$ cat src/frv_pkg.sv
// Machine-control package
// Holds the timer MMIO window, CSR addresses, interrupt cause codes
// and the CSR address view shared by the CSR file
`default_nettype none

package frv_pkg;

  // --------------------------------------------------
  // Timer MMIO window
  // --------------------------------------------------
  localparam logic [31:0] MMIO_BASE_ADDR = 32'h0000_1000; // Window base
  localparam logic [31:0] MMIO_BASE_MASK = 32'hFFFF_F000; // Window select mask

  localparam logic [31:0] MTIME_LO    = 32'h0; // mtime bits 31:0
  localparam logic [31:0] MTIME_HI    = 32'h4; // mtime bits 63:32
  localparam logic [31:0] MTIMECMP_LO = 32'h8; // mtimecmp bits 31:0
  localparam logic [31:0] MTIMECMP_HI = 32'hC; // mtimecmp bits 63:32

  // Implementation id seen through mimpid
  localparam logic [31:0] CSR_MIMPID = 32'h0000_0001;

  // --------------------------------------------------
  // CSR addresses
  // --------------------------------------------------
  localparam logic [11:0] CSR_MSTATUS       = 12'h300; // Global enable lives here
  localparam logic [11:0] CSR_MIE           = 12'h304; // Per-source enables
  localparam logic [11:0] CSR_MCOUNTINHIBIT = 12'h320; // Counter stop bits
  localparam logic [11:0] CSR_MIP           = 12'h344; // Pending bits
  localparam logic [11:0] CSR_CYCLE         = 12'hC00;
  localparam logic [11:0] CSR_CYCLEH        = 12'hC80;
  localparam logic [11:0] CSR_TIME          = 12'hC01;
  localparam logic [11:0] CSR_TIMEH         = 12'hC81;
  localparam logic [11:0] CSR_INSTRET       = 12'hC02;
  localparam logic [11:0] CSR_INSTRETH      = 12'hC82;
  localparam logic [11:0] CSR_MIMPID_ADDR   = 12'hF13; // Read-only id

  // --------------------------------------------------
  // Interrupt cause codes
  // --------------------------------------------------
  localparam logic [5:0] CAUSE_NMI      = 6'd0;  // Non-maskable
  localparam logic [5:0] CAUSE_MSI      = 6'd3;  // Machine software
  localparam logic [5:0] CAUSE_MTI      = 6'd7;  // Machine timer
  localparam logic [5:0] CAUSE_MEI_BASE = 6'd16; // Plus external cause code

  // Access field value of a read-only CSR
  localparam logic [1:0] CSR_ACCESS_RO = 2'b11;

  // Field split of a CSR address, from the top bits down
  typedef struct packed {
    logic [1:0] access;    // 2'b11 is read-only
    logic [1:0] privilege; // Lowest privilege allowed
    logic [7:0] index;     // Register number in the group
  } csr_addr_fields_t;

  // Same 12 bits seen raw or split into fields
  typedef union packed {
    logic [11:0]      raw;
    csr_addr_fields_t f;
  } csr_addr_u;

endpackage

`default_nettype wire

$ cat src/frv_ifs.sv
// Machine-control links
// Counter values and inhibit bits between counters and CSR file, and the
// enable and pending bits between CSR file and interrupt block
`default_nettype none

interface frv_ctr_if;
  logic [63:0] ctr_cycle;   // Cycle counter
  logic [63:0] ctr_time;    // mtime
  logic [63:0] ctr_instret; // Retired instruction count
  logic        inhibit_cy;  // Hold cycle
  logic        inhibit_tm;  // Hold mtime
  logic        inhibit_ir;  // Hold instret

  modport ctr_src (
    output ctr_cycle, ctr_time, ctr_instret,
    input  inhibit_cy, inhibit_tm, inhibit_ir
  );

  modport ctr_snk (
    input  ctr_cycle, ctr_time, ctr_instret,
    output inhibit_cy, inhibit_tm, inhibit_ir
  );
endinterface

interface frv_irq_if;
  logic mstatus_mie; // Global enable
  logic mie_meie;    // External enable
  logic mie_mtie;    // Timer enable
  logic mie_msie;    // Software enable
  logic mip_meip;    // External pending
  logic mip_mtip;    // Timer pending
  logic mip_msip;    // Software pending

  modport irq_ctl (
    output mstatus_mie, mie_meie, mie_mtie, mie_msie,
    input  mip_meip, mip_mtip, mip_msip
  );

  modport irq_src (
    input  mstatus_mie, mie_meie, mie_mtie, mie_msie,
    output mip_meip, mip_mtip, mip_msip
  );
endinterface

`default_nettype wire

$ cat src/frv_counters.sv
// Performance counters and machine timer
// Cycle, instret and mtime counters, mtimecmp, and the timer MMIO window
// with a single-cycle registered response
`default_nettype none

module frv_counters import frv_pkg::*; (
  input  wire logic        g_clk,      // Global clock
  input  wire logic        arst_n,     // Async reset, active low
  input  wire logic        instr_ret,  // Instruction retired
  frv_ctr_if.ctr_src       ctr,        // Counter values and inhibits
  output      logic        ti_pending, // mtime has reached mtimecmp
  input  wire logic        mmio_en,    // MMIO access
  input  wire logic        mmio_wen,   // MMIO write
  input  wire logic [31:0] mmio_addr,  // MMIO address
  input  wire logic [31:0] mmio_wdata, // MMIO write data
  output      logic [31:0] mmio_rdata, // Read data, one cycle later
  output      logic        mmio_error  // Bad access, one cycle later
);

  logic [63:0] mtimecmp;   // Timer compare value
  logic [31:0] offset;     // Address within window
  logic        in_window;  // Address hits the window
  logic        offset_ok;  // One of the four registers
  logic        mmio_bad;   // Access to be flagged
  logic        wr_ok;      // Accepted write
  logic [31:0] rdata_nxt;  // Read mux output

  // --------------------------------------------------
  // MMIO decode
  // --------------------------------------------------
  assign in_window = (mmio_addr & MMIO_BASE_MASK) == MMIO_BASE_ADDR;
  assign offset    = mmio_addr & ~MMIO_BASE_MASK;
  assign offset_ok = offset == MTIME_LO || offset == MTIME_HI ||
                     offset == MTIMECMP_LO || offset == MTIMECMP_HI;
  assign mmio_bad  = mmio_en && !(in_window && offset_ok);
  assign wr_ok     = mmio_en && mmio_wen && !mmio_bad;

  always_comb begin
    case (offset)
      MTIME_LO:    rdata_nxt = ctr.ctr_time[31:0];
      MTIME_HI:    rdata_nxt = ctr.ctr_time[63:32];
      MTIMECMP_LO: rdata_nxt = mtimecmp[31:0];
      MTIMECMP_HI: rdata_nxt = mtimecmp[63:32];
      default:     rdata_nxt = '0; // Flagged as error anyway
    endcase
  end

  // Timer line, purely combinational
  assign ti_pending = ctr.ctr_time >= mtimecmp;

  // --------------------------------------------------
  // Counters
  // --------------------------------------------------
  always_ff @(posedge g_clk or negedge arst_n) begin
    if (!arst_n) begin
      ctr.ctr_cycle   <= '0;
      ctr.ctr_instret <= '0;
      ctr.ctr_time    <= '0;
      mtimecmp        <= '1; // No timer interrupt out of reset
    end else begin
      if (!ctr.inhibit_cy)
        ctr.ctr_cycle <= ctr.ctr_cycle + 64'd1;
      if (instr_ret && !ctr.inhibit_ir)
        ctr.ctr_instret <= ctr.ctr_instret + 64'd1;
      // A software write to mtime overrides the tick
      if (wr_ok && offset == MTIME_LO)
        ctr.ctr_time <= {ctr.ctr_time[63:32], mmio_wdata};
      else if (wr_ok && offset == MTIME_HI)
        ctr.ctr_time <= {mmio_wdata, ctr.ctr_time[31:0]};
      else if (!ctr.inhibit_tm)
        ctr.ctr_time <= ctr.ctr_time + 64'd1;
      if (wr_ok && offset == MTIMECMP_LO)
        mtimecmp[31:0] <= mmio_wdata;
      if (wr_ok && offset == MTIMECMP_HI)
        mtimecmp[63:32] <= mmio_wdata;
    end
  end

  // Response registers
  always_ff @(posedge g_clk or negedge arst_n) begin
    if (!arst_n)
      mmio_error <= 1'b0;
    else
      mmio_error <= mmio_bad;
  end

  always_ff @(posedge g_clk) begin
    if (mmio_en)
      mmio_rdata <= rdata_nxt; // Held between accesses
  end

  // Error response only ever answers an access
  a_mmio_err_follows_en: assert property (
    @(posedge g_clk) disable iff (!arst_n) mmio_error |-> $past(mmio_en));

endmodule

`default_nettype wire

$ cat src/frv_interrupt.sv
// Interrupt controller
// Registers the pending lines, latches NMI edges, picks the highest
// priority eligible source and runs the trap request/acknowledge handshake
`default_nettype none

module frv_interrupt import frv_pkg::*; (
  input  wire logic       g_clk,          // Global clock
  input  wire logic       arst_n,         // Async reset, active low
  frv_irq_if.irq_src      irq,            // Enables in, pending bits out
  input  wire logic       ti_pending,     // Timer compare hit
  input  wire logic       nmi_pending,    // NMI line
  input  wire logic       ex_pending,     // External line
  input  wire logic       sw_pending,     // Software line
  input  wire logic [3:0] ex_cause,       // External cause code
  output      logic       int_trap_req,   // Trap request
  output      logic [5:0] int_trap_cause, // Cause of requested trap
  input  wire logic       int_trap_ack    // Trap taken
);

  logic       nmi_q;      // NMI line last cycle
  logic       nmi_latch;  // NMI seen, not yet taken
  logic       nmi_taken;  // NMI trap acknowledged now
  logic       eligible;   // Some source may trap
  logic [5:0] cause_nxt;  // Winning cause

  assign nmi_taken = int_trap_req && int_trap_ack && int_trap_cause == CAUSE_NMI;

  // --------------------------------------------------
  // Pending bits and NMI latch
  // --------------------------------------------------
  always_ff @(posedge g_clk or negedge arst_n) begin
    if (!arst_n) begin
      irq.mip_meip <= 1'b0;
      irq.mip_mtip <= 1'b0;
      irq.mip_msip <= 1'b0;
      nmi_q        <= 1'b0;
      nmi_latch    <= 1'b0;
    end else begin
      irq.mip_meip <= ex_pending;
      irq.mip_mtip <= ti_pending;
      irq.mip_msip <= sw_pending;
      nmi_q        <= nmi_pending;
      if (nmi_pending && !nmi_q)
        nmi_latch <= 1'b1; // New edge wins over a clear
      else if (nmi_taken)
        nmi_latch <= 1'b0;
    end
  end

  // Priority, NMI ignores every enable
  always_comb begin
    eligible  = 1'b1;
    cause_nxt = CAUSE_NMI;
    if (nmi_latch)
      cause_nxt = CAUSE_NMI;
    else if (irq.mstatus_mie && irq.mie_meie && irq.mip_meip)
      cause_nxt = CAUSE_MEI_BASE + {2'b00, ex_cause};
    else if (irq.mstatus_mie && irq.mie_msie && irq.mip_msip)
      cause_nxt = CAUSE_MSI;
    else if (irq.mstatus_mie && irq.mie_mtie && irq.mip_mtip)
      cause_nxt = CAUSE_MTI;
    else
      eligible = 1'b0;
  end

  // --------------------------------------------------
  // Request/acknowledge
  // --------------------------------------------------
  always_ff @(posedge g_clk or negedge arst_n) begin
    if (!arst_n) begin
      int_trap_req   <= 1'b0;
      int_trap_cause <= CAUSE_NMI;
    end else if (int_trap_req) begin
      if (int_trap_ack)
        int_trap_req <= 1'b0; // One idle cycle before next request
    end else if (eligible) begin
      int_trap_req   <= 1'b1;
      int_trap_cause <= cause_nxt;
    end
  end

  // Request and cause frozen until taken
  a_trap_hold: assert property (
    @(posedge g_clk) disable iff (!arst_n)
    int_trap_req && !int_trap_ack |=> int_trap_req && $stable(int_trap_cause));

endmodule

`default_nettype wire

$ cat src/frv_csr_file.sv
// Machine CSR file
// Owns mstatus.MIE, mie and mcountinhibit, and serves reads of those, mip,
// the counters and mimpid with a registered single-cycle response
`default_nettype none

module frv_csr_file import frv_pkg::*; (
  input  wire logic        g_clk,     // Global clock
  input  wire logic        arst_n,    // Async reset, active low
  input  wire logic        csr_en,    // CSR access
  input  wire logic        csr_wen,   // CSR write
  input  wire logic [11:0] csr_addr,  // CSR address
  input  wire logic [31:0] csr_wdata, // Write data
  output      logic [31:0] csr_rdata, // Read data, one cycle later
  output      logic        csr_error, // Bad access, one cycle later
  frv_ctr_if.ctr_snk       ctr,       // Counters and inhibits
  frv_irq_if.irq_ctl       irq        // Enables and pending bits
);

  csr_addr_u   addr;      // Raw and field views
  logic        unknown;   // No such CSR
  logic        ro_write;  // Write to a read-only CSR
  logic        err_nxt;   // Access to be flagged
  logic        wr_ok;     // Accepted write
  logic [31:0] rdata_nxt; // Read mux output

  logic        mstatus_mie;
  logic        mie_meie, mie_mtie, mie_msie;
  logic        inh_cy, inh_tm, inh_ir;

  assign addr.raw = csr_addr;

  // --------------------------------------------------
  // Read mux
  // --------------------------------------------------
  always_comb begin
    unknown   = 1'b0;
    rdata_nxt = '0;
    case (addr.raw)
      CSR_MSTATUS:       rdata_nxt[3] = mstatus_mie;
      CSR_MIE: begin
        rdata_nxt[11] = mie_meie;
        rdata_nxt[7]  = mie_mtie;
        rdata_nxt[3]  = mie_msie;
      end
      CSR_MCOUNTINHIBIT: rdata_nxt[2:0] = {inh_ir, inh_tm, inh_cy};
      CSR_MIP: begin
        rdata_nxt[11] = irq.mip_meip;
        rdata_nxt[7]  = irq.mip_mtip;
        rdata_nxt[3]  = irq.mip_msip;
      end
      CSR_CYCLE:         rdata_nxt = ctr.ctr_cycle[31:0];
      CSR_CYCLEH:        rdata_nxt = ctr.ctr_cycle[63:32];
      CSR_TIME:          rdata_nxt = ctr.ctr_time[31:0];
      CSR_TIMEH:         rdata_nxt = ctr.ctr_time[63:32];
      CSR_INSTRET:       rdata_nxt = ctr.ctr_instret[31:0];
      CSR_INSTRETH:      rdata_nxt = ctr.ctr_instret[63:32];
      CSR_MIMPID_ADDR:   rdata_nxt = CSR_MIMPID;
      default:           unknown = 1'b1;
    endcase
  end

  // Read-only by address encoding
  assign ro_write = csr_wen && addr.f.access == CSR_ACCESS_RO;
  assign err_nxt  = csr_en && (unknown || ro_write);
  assign wr_ok    = csr_en && csr_wen && !err_nxt;

  // --------------------------------------------------
  // Control registers
  // --------------------------------------------------
  always_ff @(posedge g_clk or negedge arst_n) begin
    if (!arst_n) begin
      mstatus_mie <= 1'b0;
      mie_meie    <= 1'b0;
      mie_mtie    <= 1'b0;
      mie_msie    <= 1'b0;
      inh_cy      <= 1'b0;
      inh_tm      <= 1'b0;
      inh_ir      <= 1'b0;
      csr_error   <= 1'b0;
    end else begin
      csr_error <= err_nxt;
      if (wr_ok && addr.raw == CSR_MSTATUS)
        mstatus_mie <= csr_wdata[3];
      if (wr_ok && addr.raw == CSR_MIE) begin
        mie_meie <= csr_wdata[11];
        mie_mtie <= csr_wdata[7];
        mie_msie <= csr_wdata[3];
      end
      if (wr_ok && addr.raw == CSR_MCOUNTINHIBIT)
        {inh_ir, inh_tm, inh_cy} <= csr_wdata[2:0];
    end
  end

  always_ff @(posedge g_clk) begin
    if (csr_en)
      csr_rdata <= rdata_nxt; // Pre-write value on a write
  end

  assign irq.mstatus_mie = mstatus_mie;
  assign irq.mie_meie    = mie_meie;
  assign irq.mie_mtie    = mie_mtie;
  assign irq.mie_msie    = mie_msie;
  assign ctr.inhibit_cy  = inh_cy;
  assign ctr.inhibit_tm  = inh_tm;
  assign ctr.inhibit_ir  = inh_ir;

  // Error response only ever answers an access
  a_csr_err_follows_en: assert property (
    @(posedge g_clk) disable iff (!arst_n) csr_error |-> $past(csr_en));

endmodule

`default_nettype wire

$ cat src/frv_machine_ctl.sv
// Machine-control top level
// CSR file, counters and interrupt controller wired to plain ports that
// stand in for the pipeline
`default_nettype none

module frv_machine_ctl (
  input  wire logic        g_clk,            // Global clock
  input  wire logic        arst_n,           // Async reset, active low
  // CSR access port
  input  wire logic        csr_en,           // CSR access
  input  wire logic        csr_wen,          // CSR write
  input  wire logic [11:0] csr_addr,         // CSR address
  input  wire logic [31:0] csr_wdata,        // CSR write data
  output      logic [31:0] csr_rdata,        // CSR read data
  output      logic        csr_error,        // CSR access error
  // Timer MMIO port
  input  wire logic        mmio_en,          // MMIO access
  input  wire logic        mmio_wen,         // MMIO write
  input  wire logic [31:0] mmio_addr,        // MMIO address
  input  wire logic [31:0] mmio_wdata,       // MMIO write data
  output      logic [31:0] mmio_rdata,       // MMIO read data
  output      logic        mmio_error,       // MMIO access error
  input  wire logic        instr_ret,        // Instruction retired
  // Interrupts
  input  wire logic        int_nmi,          // Non-maskable line
  input  wire logic        int_external,     // External line
  input  wire logic [3:0]  int_extern_cause, // External cause code
  input  wire logic        int_software,     // Software line
  output      logic        int_mtime,        // Timer pending
  output      logic        int_trap_req,     // Trap request
  output      logic [5:0]  int_trap_cause,   // Trap cause
  input  wire logic        int_trap_ack      // Trap taken
);

  frv_ctr_if ctr_if ();   // Counters to CSR file
  frv_irq_if irq_if ();   // CSR file to interrupt block
  logic      ti_pending;  // Timer compare hit

  assign int_mtime = irq_if.mip_mtip;

  // --------------------------------------------------
  // Instances
  // --------------------------------------------------
  frv_csr_file i_csr_file (
    .g_clk     (g_clk),
    .arst_n    (arst_n),
    .csr_en    (csr_en),
    .csr_wen   (csr_wen),
    .csr_addr  (csr_addr),
    .csr_wdata (csr_wdata),
    .csr_rdata (csr_rdata),
    .csr_error (csr_error),
    .ctr       (ctr_if.ctr_snk),
    .irq       (irq_if.irq_ctl)
  );

  frv_counters i_counters (
    .g_clk      (g_clk),
    .arst_n     (arst_n),
    .instr_ret  (instr_ret),
    .ctr        (ctr_if.ctr_src),
    .ti_pending (ti_pending),
    .mmio_en    (mmio_en),
    .mmio_wen   (mmio_wen),
    .mmio_addr  (mmio_addr),
    .mmio_wdata (mmio_wdata),
    .mmio_rdata (mmio_rdata),
    .mmio_error (mmio_error)
  );

  frv_interrupt i_interrupt (
    .g_clk          (g_clk),
    .arst_n         (arst_n),
    .irq            (irq_if.irq_src),
    .ti_pending     (ti_pending),
    .nmi_pending    (int_nmi),
    .ex_pending     (int_external),
    .sw_pending     (int_software),
    .ex_cause       (int_extern_cause),
    .int_trap_req   (int_trap_req),
    .int_trap_cause (int_trap_cause),
    .int_trap_ack   (int_trap_ack)
  );

endmodule

`default_nettype wire

$ cat config.mk
export PLATFORM = sky130hd
export DESIGN_NAME = frv_machine_ctl
export DESIGN_NICKNAME = d
export VERILOG_FILES = /design/src/frv_pkg.sv /design/src/frv_ifs.sv /design/src/frv_counters.sv /design/src/frv_interrupt.sv /design/src/frv_csr_file.sv /design/src/frv_machine_ctl.sv
export SDC_FILE = /design/constraint.sdc
export NUM_CORES = 1
export LEC_CHECK = 0
export ABC_CLOCK_PERIOD_IN_PS = 3200
export BUFFER_PORTS_ARGS = -buffer_cell sky130_fd_sc_hd__buf_2
export CAP_MARGIN = 0
export CORE_AREA = 2 2 196 198
export CTS_CLUSTER_DIAMETER = 50
export DETAILED_ROUTE_END_ITERATION = 8
export DIE_AREA = 0 0 198 200
export GPL_TIMING_DRIVEN = 0
export PLACE_DENSITY_LB_ADDON = 0.12
export SYNTH_ARGS = -nofsm -noshare
export SYNTH_HDL_FRONTEND = slang
export SYNTH_SLANG_ARGS = --single-unit
$ cat constraint.sdc
create_clock -name g_clk -period 3.2 [get_ports g_clk]
set_input_delay 0.48 -clock g_clk [delete_from_list [all_inputs] [get_ports g_clk]]
set_output_delay 0.48 -clock g_clk [all_outputs]
set_load 0.01 [all_outputs]
==> results.txt <==
Setup repair after global routing left no endpoint under its margin. The placement-stage worst setup slack is -0.273 ns. The routability-driven placement congestion ratio came out at approximately 0.96. In this run the clock root is driven by a clkbuf_16. The first global-routing pass estimated 94200 µm of wire.

The final count of hold timing violations is 0. The DRC violation count after routing came out at 2. In the post-synthesis netlist, the biggest area contributors are dfrtp_1, edfxtp_1, dfstp_2. After global routing, the most crowded layer is met2. In the global route stage, met3 resource usage came out at 5.49%.

The power share of the clock group is about 46%. The sequential cell area came out at about 0.009 mm². In this run, synthesis produced a sequential element count of 340. The count of flip-flops with a built-in enable after synthesis came out at 64.

The mean instance size in the synthesized netlist came out at roughly 10 µm². The global-route track usage on met2 came out at 51.6%. The count of pins on the block boundary came out at a little under 200. The final critical-path required period is 3.10 ns. The initial utilization of the core area, before any placement, comes to between 40% and 50%.

For this run, the post-layout net count is between 2000 and 2500. Per report_power, the combinational group accounts for about 7.9% of the total. The met1 usage came out at between 40% and 50%. The beginning of the critical path is i_counters.ctr.ctr_time[20]. The number of vias in the routed layout came out at 15883.

The leading register cell type out of synthesis is dfrtp_1. Across the routed clock network, the largest skew measured is approximately 0.016 ns. The count of fill cells added during filler insertion is 3261. Ranked by instance count, the synthesized netlist is headed by dfrtp_1, nand2_1, xnor2_1, inv_1, mux2_2. The global-route congestion overflow total is 0.

Dividing the detail-routed wire length by the instance count gives between 20 and 25 µm. The transition time at the pin with the least slew margin came out at approximately 1.3 ns. The part of the Yosys area used for sequential elements came out at a little under half. The total core area is ~0.037 mm².

STA classifies the critical path startpoint as a flop. The post-route cell area is 0.0216 mm². The smallest setup slack after layout came out at 0.0956 ns.

For this block, the initial DRC count from the detailed router was around 1700. The final reports fail on DRC. The power per standard cell area came out at 491 mW/mm². The fraction of final layout cells sized beyond drive strength 1 is a little over a fifth.

Of all nets on the critical path, the largest fanout is 10. The die boundary width is just under 200 µm. The H-tree depth came out at 2. The post-layout instance count excluding filler cells is 2531. The part of the total power dissipated in sequential elements is ~47%. Synthesis produced a netlist with a net count of approximately 2000.

The category of the worst setup path capture point is a flop. The endpoint of the worst setup timing path is i_counters.ctr.ctr_time[33]. The die covers approximately 0.040 mm². The number of buffers on the longest clock path is 3. For this run, the number of Yosys warnings is 0. Net switching is roughly 26% of the power. The count of clock tree sinks came out at 340. Based on the critical path, the design can be clocked at up to roughly 320 MHz. The maximum number of pins on one net before global-route repair came out at about 110. The remaining antenna violation count after routing came out at 0.

In this run, placement finished with an instance count of around 2500. Measured along the y axis, the die boundary spans around 200 µm. The count of max-cap constraint violations came out at 0. The total setup buffers inserted after CTS came out at 0. The number of detailed-route iterations in the first pass is 9. The total of buffers placed on input and output ports came out at 167. The number of pins with negative max-slew slack in the final report came out at 0. The site row count came out at about 70. Clock tree synthesis inserted a total of 42 buffers. The reported leakage power came out at roughly 9.1 nW. The area share of the largest cell type after synthesis came out at 28.5%.

The run finished, with violations left. TritonCTS built the clock tree. The count of cell types in the netlist came out at just over 80. The switching power came out at about 2.7 mW. After legalization and detailed placement, the total HPWL measured about 47000 µm.

The area of combinational cells with multiple inputs came out at between 0.008 and 0.009 mm². The source-to-sink clock delay at the later pin of the worst-skew pair is ~0.57 ns. The internal cell power is approximately 7.8 mW.

The worst slew margin relative to its limit is 13.2%. Data arrives at the worst endpoint at about 3.6 ns. The proportion of register bits with asynchronous set or reset after synthesis is between 80 and 90%.

For this block, the routed nets add up to 62300 µm of wire. After technology mapping, the gate count stands at about 1800. The capture point of the worst reg-to-reg path is i_counters.ctr.ctr_time[33]. In the post-synthesis netlist, the cell with the most instances is dfrtp_1. The path depth of the worst reg2reg path came out at 8. Dividing the detail-routed via count by the number of cells gives around 6.3. The via count of the first global-routing pass came to 15664.

The startpoint identified for the worst register-to-register timing path is i_counters.ctr.ctr_time[20]. Across every metal layer, demand over resource in global routing totals between 30% and 40%. The cell accounting for the most synthesized area is dfrtp_1. The fraction of the cycle the final worst path needs came out at between 90 and 100%. The placed instances occupy a cell area of slightly above 0.02 mm².

The required time at the worst-slack endpoint is around 3.7 ns. The number of antenna violations at the first check in global routing is 1. The layout-stage area growth over the synthesis result came out at 16.0%. The register clock-pin slew on the reported worst setup and hold paths is 0.06 ns. The setup path with the least slack is of type flop to flop. The total standard cell area after synthesis is approximately 0.019 mm². The path category of the worst min-delay check is primary input to flop. The setup-violating endpoint count in the final report came out at 0. The slack of the worst reg-to-reg path came out at ~0.096 ns. The peak ir drop on the vdd network came out at between 300 and 400 µV.
cell type report:
| cell class | count | share of cell area, % |
|---|---|---|
| repair buffers | 170 | 4.22 |
| clock buffers | 58 | 5.44 |
| diodes | 1 | 0.0116 |
| plain buffers | 100 | 2.11 |
| well taps | 511 | 2.96 |
| multi-input cells | 1239 | 41.3 |
| inverters | 95 | 1.65 |
| clock inverters | 17 | 0.981 |
| flip-flops and latches | 340 | 41.3 |
power by group through the flow:
stage                     registers [mW]  logic [mW]  clock network [mW]
final                               4.92       0.834                4.83
after global routing                4.95       0.930                5.08
after CTS                           4.91       0.832                4.90
after detailed placement            4.98       0.823                   0
after global placement              4.98       0.793                   0
after floorplan                     4.86       0.449                   0
placed cells by master (no fill, tap or decap), types with 6 or more instances in the layout:
master,n
a21o_1,8
a21oi_1,66
a221o_1,31
a222oi_1,58
a22o_1,35
a22oi_1,6
a2bb2oi_1,6
a31oi_1,8
and2_1,8
and3_1,30
and4_1,18
buf_1,8
buf_2,183
clkbuf_1,77
clkbuf_16,44
dfrtp_1,212
dfstp_2,64
edfxtp_1,64
ha_1,67
inv_1,95
mux2_2,76
mux2i_1,15
nand2_1,160
nand2b_1,7
nand3_1,74
nand4_1,68
nor2_1,71
nor2b_1,10
nor3_1,39
nor4_1,37
nor4b_1,6
o21ai_0,62
o22ai_1,10
o31ai_1,8
o41ai_1,8
or3_1,10
or4_1,11
xnor2_1,110
xor2_1,42
routing by layer:
layer | vias up | wire [µm]
li1 | 7110 | -
met1 | 7878 | 25900
met2 | 756 | 28800
met3 | 139 | 5170
met4 | 0 | 2540
met5 | - | 0
repair_timing:
action | in CTS | in global routing
endpoints found under the hold margin | 69 | 0
endpoints found under the setup margin | 1 | 8
resized for setup | 3 | 3
pin swaps | 0 | 1
hold buffers | 1 | 0
logic make-up after synthesis:
kind of cell | share of synthesized area [%]
other | 0.0202
DFF | 47.9
AOI/OAI and AO/OA | 13.6
muxes | 5.41
buffers and inverters | 4.36
and+or+nand+nor | 17.0
xor gates and xnor gates | 7.16
adders and majority gates | 4.51
worst max-delay path, cell delays in order, from the launching register on:
cell and delay, ns:
dfrtp_1 0.64, and4_2 0.39, nand2_1 0.14, or4_1 0.67, buf_2 0.27, buf_2 0.25
o31ai_1 0.39, a21oi_1 0.12, a21oi_1 0.14
sequential cells by signal, summed over array words and instances, names as in the netlist, 5 cells and up:
name and cells:
i_counters.mtimecmp 64, i_counters.ctr.ctr_instret 64, i_counters.mmio_rdata 32, i_csr_file.csr_rdata 32, i_counters.ctr.ctr_time 64, i_counters.ctr.ctr_cycle 64
i_interrupt.int_trap_cause 5
how the worst min path moves through the flow:
stage                             endpoint  depth (start not counted)         startpoint  slack (ns)
3_3_place_gp         i_interrupt.nmi_latch                          1  i_interrupt.nmi_q        0.43
4_1_cts           i_interrupt.irq.mip_msip                          1       int_software       0.006
3_5_place_dp         i_interrupt.nmi_latch                          1  i_interrupt.nmi_q        0.45
6_report          i_interrupt.irq.mip_meip                          1       int_external        0.03
2_1_floorplan  i_counters.ctr.ctr_cycle[0]                          0             arst_n        0.18
5_1_grt           i_interrupt.irq.mip_msip                          1       int_software        0.01
through the flow:
stage          util [%]  setup TNS (ns)  power (mW)  hold slack, ns
2_1_floorplan         -               0        5.31           0.184
3_3_place_gp       53.7         -898.02        5.77           0.426
3_5_place_dp       53.8          -10.28        5.81           0.445
4_1_cts            57.6               0        10.6         0.00566
5_1_grt            57.7               0        11.0          0.0109
6_report           57.7               0        10.6          0.0250
Note: power is estimated with default switching activity, not from simulation.
